--- src/rtl/mips_pkg.sv ---
package mips_pkg;

    localparam int xlen = 32;
    localparam logic [4:0] reg_ra = 5'd31;

    // primary opcodes sit in instr[31:26].
    localparam logic [5:0] op_rtype  = 6'h00;
    localparam logic [5:0] op_regimm = 6'h01;
    localparam logic [5:0] op_j      = 6'h02;
    localparam logic [5:0] op_jal    = 6'h03;
    localparam logic [5:0] op_beq    = 6'h04;
    localparam logic [5:0] op_bne    = 6'h05;
    localparam logic [5:0] op_blez   = 6'h06;
    localparam logic [5:0] op_bgtz   = 6'h07;
    localparam logic [5:0] op_addi   = 6'h08;
    localparam logic [5:0] op_addiu  = 6'h09;
    localparam logic [5:0] op_slti   = 6'h0a;
    localparam logic [5:0] op_andi   = 6'h0c;
    localparam logic [5:0] op_ori    = 6'h0d;
    localparam logic [5:0] op_xori   = 6'h0e;
    localparam logic [5:0] op_lui    = 6'h0f;
    localparam logic [5:0] op_lw     = 6'h23;
    localparam logic [5:0] op_sw     = 6'h2b;

    // function codes of the R-type group sit in instr[5:0].
    localparam logic [5:0] fn_sll     = 6'h00;
    localparam logic [5:0] fn_srl     = 6'h02;
    localparam logic [5:0] fn_sra     = 6'h03;
    localparam logic [5:0] fn_sllv    = 6'h04;
    localparam logic [5:0] fn_srlv    = 6'h06;
    localparam logic [5:0] fn_jr      = 6'h08;
    localparam logic [5:0] fn_syscall = 6'h0c;
    localparam logic [5:0] fn_add     = 6'h20;
    localparam logic [5:0] fn_addu    = 6'h21;
    localparam logic [5:0] fn_sub     = 6'h22;
    localparam logic [5:0] fn_subu    = 6'h23;
    localparam logic [5:0] fn_and     = 6'h24;
    localparam logic [5:0] fn_or      = 6'h25;
    localparam logic [5:0] fn_xor     = 6'h26;
    localparam logic [5:0] fn_nor     = 6'h27;
    localparam logic [5:0] fn_slt     = 6'h2a;

    localparam logic [3:0] alu_add    = 4'd0;
    localparam logic [3:0] alu_sub    = 4'd1;
    localparam logic [3:0] alu_and    = 4'd2;
    localparam logic [3:0] alu_or     = 4'd3;
    localparam logic [3:0] alu_xor    = 4'd4;
    localparam logic [3:0] alu_nor    = 4'd5;
    localparam logic [3:0] alu_slt    = 4'd6;
    localparam logic [3:0] alu_sll    = 4'd7;
    localparam logic [3:0] alu_srl    = 4'd8;
    localparam logic [3:0] alu_sra    = 4'd9;
    localparam logic [3:0] alu_lui    = 4'd10;
    localparam logic [3:0] alu_pass_a = 4'd11;

    // one instruction word seen in its three encodings.
    typedef union packed {
        struct packed {
            logic [5:0] opcode;
            logic [4:0] rs;
            logic [4:0] rt;
            logic [4:0] rd;
            logic [4:0] shamt;
            logic [5:0] funct;
        } r;
        struct packed {
            logic [5:0]  opcode;
            logic [4:0]  rs;
            logic [4:0]  rt;
            logic [15:0] imm;
        } i;
        struct packed {
            logic [5:0]  opcode;
            logic [25:0] target;
        } j;
    } instr_t;

endpackage

--- src/rtl/alu_controller.sv ---
`timescale 1ns/100ps

module alu_controller import mips_pkg::*; (
    input  logic [5:0] opcode,
    input  logic [5:0] func,
    output logic [3:0] alu_operation
);

    always_comb begin
        alu_operation = alu_add;
        if (opcode == op_rtype) begin
            case (func)
                fn_add, fn_addu:  alu_operation = alu_add;
                fn_sub, fn_subu:  alu_operation = alu_sub;
                fn_and:           alu_operation = alu_and;
                fn_or:            alu_operation = alu_or;
                fn_xor:           alu_operation = alu_xor;
                fn_nor:           alu_operation = alu_nor;
                fn_slt:           alu_operation = alu_slt;
                fn_sll, fn_sllv:  alu_operation = alu_sll;
                fn_srl, fn_srlv:  alu_operation = alu_srl;
                fn_sra:           alu_operation = alu_sra;
                fn_jr:            alu_operation = alu_pass_a;
                default:          alu_operation = alu_add;
            endcase
        end else begin
            case (opcode)
                op_lw, op_sw, op_addi, op_addiu: alu_operation = alu_add;
                op_slti:                         alu_operation = alu_slt;
                op_andi:                         alu_operation = alu_and;
                op_ori:                          alu_operation = alu_or;
                op_xori:                         alu_operation = alu_xor;
                op_lui:                          alu_operation = alu_lui;
                op_beq, op_bne:                  alu_operation = alu_sub;
                // single-operand branches look at rs alone.
                op_blez, op_bgtz, op_regimm:     alu_operation = alu_pass_a;
                default:                         alu_operation = alu_add;
            endcase
        end
    end

endmodule

--- src/rtl/control_unit.sv ---
`timescale 1ns/100ps

module control_unit import mips_pkg::*; (
    input  logic [5:0] opcode,
    input  logic [5:0] func,
    input  logic       zero,
    input  logic       negative,
    output logic       halted,
    output logic       alu_src,
    output logic       reg_dest,
    output logic       pc_or_mem,
    output logic       mem_or_reg,
    output logic       branch,
    output logic       jump_register,
    output logic       jump,
    output logic       is_unsigned,
    output logic       reg_write_enable,
    output logic       does_shift_amount_need,
    output logic       mem_write_en,
    output logic [3:0] alu_operation
);

    logic should_branch;

    alu_controller alu_controller_i (
        .opcode        (opcode),
        .func          (func),
        .alu_operation (alu_operation)
    );

    always_comb begin
        halted                 = 1'b0;
        alu_src                = 1'b0;
        reg_dest               = 1'b0;
        pc_or_mem              = 1'b0;
        mem_or_reg             = 1'b0;
        jump_register          = 1'b0;
        jump                   = 1'b0;
        is_unsigned            = 1'b0;
        reg_write_enable       = 1'b0;
        does_shift_amount_need = 1'b0;
        mem_write_en           = 1'b0;
        should_branch          = 1'b0;
        case (opcode)
            op_rtype: begin
                case (func)
                    fn_syscall: halted = 1'b1;
                    fn_jr:      jump_register = 1'b1;
                    fn_add, fn_addu, fn_sub, fn_subu, fn_and, fn_or, fn_xor, fn_nor,
                    fn_slt, fn_sllv, fn_srlv: begin
                        reg_dest         = 1'b1;
                        reg_write_enable = 1'b1;
                    end
                    fn_sll, fn_srl, fn_sra: begin
                        reg_dest               = 1'b1;
                        reg_write_enable       = 1'b1;
                        does_shift_amount_need = 1'b1;
                    end
                    default: begin
                    end
                endcase
            end
            op_addi, op_addiu, op_slti, op_lui: begin
                reg_write_enable = 1'b1;
                alu_src          = 1'b1;
            end
            op_andi, op_ori, op_xori: begin
                reg_write_enable = 1'b1;
                alu_src          = 1'b1;
                is_unsigned      = 1'b1;
            end
            op_beq, op_bne, op_blez, op_bgtz, op_regimm: begin
                should_branch = 1'b1;
            end
            op_j: jump = 1'b1;
            op_jal: begin
                pc_or_mem        = 1'b1;
                reg_write_enable = 1'b1;
                jump             = 1'b1;
            end
            op_lw: begin
                mem_or_reg       = 1'b1;
                alu_src          = 1'b1;
                reg_write_enable = 1'b1;
            end
            op_sw: begin
                alu_src      = 1'b1;
                mem_write_en = 1'b1;
            end
            default: begin
            end
        endcase
    end

    // flags come from rs-rt for beq/bne and from rs itself otherwise.
    always_comb begin
        branch = 1'b0;
        if (should_branch) begin
            case (opcode)
                op_beq:    branch = zero;
                op_bne:    branch = ~zero;
                op_blez:   branch = zero | negative;
                op_bgtz:   branch = ~zero & ~negative;
                op_regimm: branch = ~negative;
                default:   branch = 1'b0;
            endcase
        end
    end

endmodule

--- src/rtl/alu.sv ---
`timescale 1ns/100ps

module alu import mips_pkg::*; (
    input  logic [xlen-1:0] a,
    input  logic [xlen-1:0] b,
    input  logic [4:0]      shamt,
    input  logic [3:0]      alu_operation,
    output logic [xlen-1:0] result,
    output logic            zero,
    output logic            negative
);

    logic signed_less;

    assign signed_less = $signed(a) < $signed(b);

    always_comb begin
        case (alu_operation)
            alu_add:    result = a + b;
            alu_sub:    result = a - b;
            alu_and:    result = a & b;
            alu_or:     result = a | b;
            alu_xor:    result = a ^ b;
            alu_nor:    result = ~(a | b);
            alu_slt:    result = {{(xlen-1){1'b0}}, signed_less};
            alu_sll:    result = b << shamt;
            alu_srl:    result = b >> shamt;
            alu_sra:    result = $signed(b) >>> shamt;
            // lui only needs the low half of b moved up.
            alu_lui:    result = {b[15:0], 16'h0000};
            alu_pass_a: result = a;
            default:    result = a + b;
        endcase
    end

    assign zero     = (result == '0);
    assign negative = result[xlen-1];

endmodule

--- src/rtl/register_file.sv ---
`timescale 1ns/100ps

module register_file import mips_pkg::*; (
    input  logic            clk,
    input  logic            arst_n,
    input  logic [4:0]      rs_addr,
    input  logic [4:0]      rt_addr,
    output logic [xlen-1:0] rs_data,
    output logic [xlen-1:0] rt_data,
    input  logic            wr_en,
    input  logic [4:0]      wr_addr,
    input  logic [xlen-1:0] wr_data
);

    logic [xlen-1:0] regs [32];

    always_ff @(posedge clk or negedge arst_n) begin
        if (!arst_n) begin
            for (int k = 0; k < 32; k++) begin
                regs[k] <= '0;
            end
        end else if (wr_en && (wr_addr != 5'd0)) begin
            regs[wr_addr] <= wr_data;
        end
    end

    // r0 is never written, so it always reads back as zero.
    assign rs_data = regs[rs_addr];
    assign rt_data = regs[rt_addr];

endmodule

--- src/rtl/mips_core.sv ---
`timescale 1ns/100ps

module mips_core import mips_pkg::*; (
    input  logic            clk,
    input  logic            arst_n,
    output logic [xlen-1:0] instr_addr,
    input  logic [xlen-1:0] instr,
    output logic [xlen-1:0] data_addr,
    output logic [xlen-1:0] data_wdata,
    input  logic [xlen-1:0] data_rdata,
    output logic            data_we,
    output logic            halted
);

    instr_t          ir;
    logic [xlen-1:0] pc;
    logic [xlen-1:0] pc_plus4;
    logic [xlen-1:0] next_pc;
    logic            halt_q;
    logic            syscall_hit;
    logic            alu_src;
    logic            reg_dest;
    logic            pc_or_mem;
    logic            mem_or_reg;
    logic            branch;
    logic            jump_register;
    logic            jump;
    logic            is_unsigned;
    logic            reg_write_enable;
    logic            does_shift_amount_need;
    logic            mem_write_en;
    logic [3:0]      alu_operation;
    logic [xlen-1:0] rs_data;
    logic [xlen-1:0] rt_data;
    logic [xlen-1:0] imm_ext;
    logic [xlen-1:0] imm_sext;
    logic [xlen-1:0] alu_b;
    logic [4:0]      shift_amount;
    logic [xlen-1:0] alu_result;
    logic            alu_zero;
    logic            alu_negative;
    logic [4:0]      wr_addr;
    logic [xlen-1:0] wr_data;

    assign ir = instr;

    control_unit control_unit_i (
        .opcode                 (ir.r.opcode),
        .func                   (ir.r.funct),
        .zero                   (alu_zero),
        .negative               (alu_negative),
        .halted                 (syscall_hit),
        .alu_src                (alu_src),
        .reg_dest               (reg_dest),
        .pc_or_mem              (pc_or_mem),
        .mem_or_reg             (mem_or_reg),
        .branch                 (branch),
        .jump_register          (jump_register),
        .jump                   (jump),
        .is_unsigned            (is_unsigned),
        .reg_write_enable       (reg_write_enable),
        .does_shift_amount_need (does_shift_amount_need),
        .mem_write_en           (mem_write_en),
        .alu_operation          (alu_operation)
    );

    register_file register_file_i (
        .clk     (clk),
        .arst_n  (arst_n),
        .rs_addr (ir.r.rs),
        .rt_addr (ir.r.rt),
        .rs_data (rs_data),
        .rt_data (rt_data),
        .wr_en   (reg_write_enable & ~halt_q),
        .wr_addr (wr_addr),
        .wr_data (wr_data)
    );

    assign imm_sext = {{(xlen-16){ir.i.imm[15]}}, ir.i.imm};
    assign imm_ext  = is_unsigned ? {{(xlen-16){1'b0}}, ir.i.imm} : imm_sext;
    assign alu_b    = alu_src ? imm_ext : rt_data;

    // variable shifts take their amount from rs.
    assign shift_amount = does_shift_amount_need ? ir.r.shamt : rs_data[4:0];

    alu alu_i (
        .a             (rs_data),
        .b             (alu_b),
        .shamt         (shift_amount),
        .alu_operation (alu_operation),
        .result        (alu_result),
        .zero          (alu_zero),
        .negative      (alu_negative)
    );

    assign pc_plus4 = pc + 32'd4;

    assign wr_addr = pc_or_mem ? reg_ra : (reg_dest ? ir.r.rd : ir.r.rt);
    assign wr_data = pc_or_mem ? pc_plus4 : (mem_or_reg ? data_rdata : alu_result);

    always_comb begin
        if (jump_register) begin
            next_pc = rs_data;
        end else if (jump) begin
            next_pc = {pc_plus4[xlen-1:28], ir.j.target, 2'b00};
        end else if (branch) begin
            next_pc = pc_plus4 + {imm_sext[xlen-3:0], 2'b00};
        end else begin
            next_pc = pc_plus4;
        end
    end

    // once syscall is seen the PC stays on it until reset.
    always_ff @(posedge clk or negedge arst_n) begin
        if (!arst_n) begin
            pc     <= '0;
            halt_q <= 1'b0;
        end else begin
            halt_q <= halt_q | syscall_hit;
            if (!halt_q && !syscall_hit) begin
                pc <= next_pc;
            end
        end
    end

    assign instr_addr = pc;
    assign data_addr  = alu_result;
    assign data_wdata = rt_data;
    assign data_we    = mem_write_en & ~halt_q;
    assign halted     = halt_q;

endmodule

--- config.mk ---
export PLATFORM = sky130hd
export DESIGN_NAME = mips_core
export DESIGN_NICKNAME = d
export VERILOG_FILES = /design/src/rtl/mips_pkg.sv /design/src/rtl/alu_controller.sv /design/src/rtl/control_unit.sv /design/src/rtl/alu.sv /design/src/rtl/register_file.sv /design/src/rtl/mips_core.sv
export SDC_FILE = /design/constraint.sdc
export NUM_CORES = 2
export LEC_CHECK = 0
export BUFFER_PORTS_ARGS = -buffer_cell sky130_fd_sc_hd__buf_2
export CAP_MARGIN = 25
export CELL_PAD_IN_SITES_DETAIL_PLACEMENT = 1
export CELL_PAD_IN_SITES_GLOBAL_PLACEMENT = 1
export CORE_MARGIN = 2
export CORE_UTILIZATION = 32
export CTS_CLUSTER_DIAMETER = 40
export CTS_CLUSTER_SIZE = 24
export DETAILED_ROUTE_END_ITERATION = 12
export PLACE_DENSITY_LB_ADDON = 0.3
export SETUP_SLACK_MARGIN = 0.1
export SYNTH_ARGS = -nofsm -noshare
export SYNTH_HDL_FRONTEND = slang
export SYNTH_SLANG_ARGS = --single-unit
--- constraint.sdc ---
create_clock -name clk -period 9.6 [get_ports clk]
set_input_delay 1.44 -clock clk [delete_from_list [all_inputs] [get_ports clk]]
set_output_delay 1.44 -clock clk [all_outputs]
set_load 0.005 [all_outputs]
==> reports/qor.csv <==
metric,value,unit
status,"complete, no violations",
reg2reg end,instr_addr[15],
DRC,0,
vias in the first global route,65300,
commonest cells in the netlist,"1,319 x nand2_1, 1,057 x dfrtp_1, 1,048 x o21ai_0",
full die area,219000,µm²
synthesized net count,7541,
Cells after Synth,7342,
Via Count,64500,
final hold vios,0,
Syn-to-layout area delta,17.4,%
TritonCTS clock tree,built,
RSZ-0062 raised after global routing,false,
Core Region,214000,µm²
max-slew violation count,0,
H-tree depth,4,
"top cells by area, synth","dfrtp_1 38%, mux2i_1 11%, mux4_2 9.5%",
CTS clock-pin slew for the worst setup and hold paths,0.05,ns
XOR/XNOR Fraction of Synth Area,0.953,%
Worst setup SP type,input pin,
simple-gate portion of the synthesized area,11.7,%
Synth Flop Type,dfrtp_1,
Fin Hold WS,0.398,ns
Worst-Skew Late Latency,0.85,ns
first-pass GRT wire length,499000,µm
slew of the pin with the lowest slew margin,1.22,ns
DR iter-0 viols,7125,
largest net degree at the start of global routing,159,
Fmax achieved,109,MHz
GR Util All Layers,31.6,%
most instantiated library cell after synthesis,nand2_1,
final instance area,80900,µm²
CP endpoint,data_addr[30],
final-stage net count,7642,
DP HPWL,243000,µm
CP peak stage delay,0.62,ns
CTS sink count,1057,
Post-synth EDFFs,0,
Hold Path Class,flop to flop,
WL per Instance,33.8,µm
"Seq/Total Area, Yosys",38.4,%
synth unique cells,99,
largest family of logic cells by synthesized area,multiplexers,
maximum vdd drop,0.000212,V
Die H,468,µm
"area leader, netlist",dfrtp_1,
worst reg2reg path startpoint,register_file_i.regs[773],
DP Area,74600,µm²
r2r setup slk,2.22,ns
Die X,468,µm
worst setup path startpoint,instr[16],
Max-slew headroom,18.8,%
CP Capture Type,primary output,
Max Cap Viol,0,
DR pass1 iterations,6,
Num CTS Buffers,172,
Cell Rows,170,
antenna violations before repair,29,
leakage,36.2,nW
Seq cells post-synth,1057,
YS warnings,0,
Initial Util,32.1,%
buffer count from post-CTS setup fixing,0,
Tot Pwr,18.4,mW
Crit Path Max Fanout,15,
Synth Area in Compound Gates,19.1,%
Routability Congestion,1.05,
post-synthesis mux area share,21.8,%
Avg Synthesized Cell Area,9.39,µm²
Required @ worst endpoint,8.16,ns
arrival time worst endpoint,7.71,ns
IO buf count,163,
cell area after synthesis,68900,µm²
"Core Util, Final",37.7,%
final setup vio count,0,
CTS Hold Bufs,0,
CTS root buffer,clkbuf_16,
clk_skew,0.0783,ns
"FFs w/ async S/R, synth",100,%
total gr overflow,0,
minimum clock period,9.15,ns
share of layout cells above drive strength 1,19.2,%
Antenna Nets Post-Route,0,
pwr/cell area,227,nW/µm²
"slowest stage cell, crit path",nor2b_4,
Yosys top cell area share,38.4,%
Adder-Cell Fraction of Synth Area,2.46,%
via/cell ratio,6.18,
CP Class,input pin to primary output,
Routed WL,352000,µm
Worst Reg-to-Reg Cells,25,
Most common cell on crit path,buf_4,
Boundary Pins,164,
TNS Setup,0,ns
final cycle utilization of the critical path,95.3,%
Max Root-Sink Buffers,3,
## timing repair
item	4_1_cts	5_1_grt
hold endpoints to repair	0	0
gates resized for setup	0	7
endpoints found under the setup margin	0	2
## flip-flops by register name (all words and copies together), names as in the netlist
signal and cells:
register_file_i.regs 1024, instr_addr 32, halted 1
## power breakdown
| group | internal [mW] | leakage [nW] | switching, mW |
|---|---|---|---|
| Combinational | 2.15 | 18.8 | 3.87 |
| Clock | 3.98 | 2.97 | 2.62 |
| Sequential | 5.12 | 14.4 | 0.643 |
| Total | 11.2 | 36.2 | 7.14 |
## worst max-delay path, delay by kind of cell
kind | cells | cell delay [ns]
fa+ha+maj | 2 | 0.71
compound gates | 13 | 2.77
simple gates | 3 | 0.89
buf+inv | 9 | 1.67
mux | 1 | 0.19
## cells by family (layout without fill, tap and decap cells)
group                    after synthesis  count (layout)
adder cells (fa/ha/maj)              134             134
buffers and inverters                831            1080
flip-flops                          1057            1057
multiplexers                        1129            1129
other                                  0               8
AO/OA/AOI/OAI                       2185            2185
AND/OR/NAND/NOR                     1931            1931
XOR/XNOR                              75              75
## metrics by stage
| stage | setup slack, ns | instances |
|---|---|---|
| global placement | 0.307 | 10100 |
| global route | 0.103 | 10400 |
| detailed placement | 0.169 | 10100 |
| CTS | 0.159 | 10400 |
| finish | 0.448 | 10400 |
| floorplan | 1.39 | 7342 |
## routing by layer
metal	part of all wire [%]	track usage [%]	vias up	wire (µm)
met1	42	41.9	33700	148000
met2	45	49.1	2946	157000
met4	6.1	16.6	8	21400
li1	-	-	27000	-
met5	0.027	0	-	95
met3	7.2	5.58	767	25500
## how the worst min path moves through the flow
| stage | cells after the start | startpoint | end |
|---|---|---|---|
| 5_1_grt | 0 | register_file_i.regs[998] | register_file_i.regs[998] |
| 3_3_place_gp | 0 | register_file_i.regs[1018] | register_file_i.regs[1018] |
| 4_1_cts | 0 | register_file_i.regs[997] | register_file_i.regs[997] |
| 3_5_place_dp | 0 | register_file_i.regs[1013] | register_file_i.regs[1013] |
| 2_1_floorplan | 1 | register_file_i.regs[1000] | register_file_i.regs[1000] |
| 6_report | 0 | register_file_i.regs[1013] | register_file_i.regs[1013] |
## placed cells by master (no fill, tap or decap), drive strengths merged, types with 23 or more instances in the layout
master / instances
nor3: 85
nor2b: 23
a31oi: 26
inv: 160
a211oi: 31
a21o: 25
xnor2: 59
o22ai: 55
ha: 130
mux2i: 764
nor2: 224
mux4: 290
o21ai: 1072
clkbuf: 204
a22oi: 317
dfrtp: 1057
nand2: 1320
o31ai: 24
clkinv: 54
nor4: 54
buf: 629
mux2: 75
nand3: 83
o211ai: 44
a21oi: 340
a221oi: 38
and3: 30
or3: 26
## final cells by class
cell class	instances	area (µm²)
multi-input cells	5454	39200
flip-flops and latches	1057	26500
fillers	24200	134000
clock buffers	203	4610
inverters	127	480
diodes	8	20.0
clock inverters	119	1550
repair buffers	631	5000
well taps	2838	3550
Note: power is estimated with default switching activity, not from simulation.
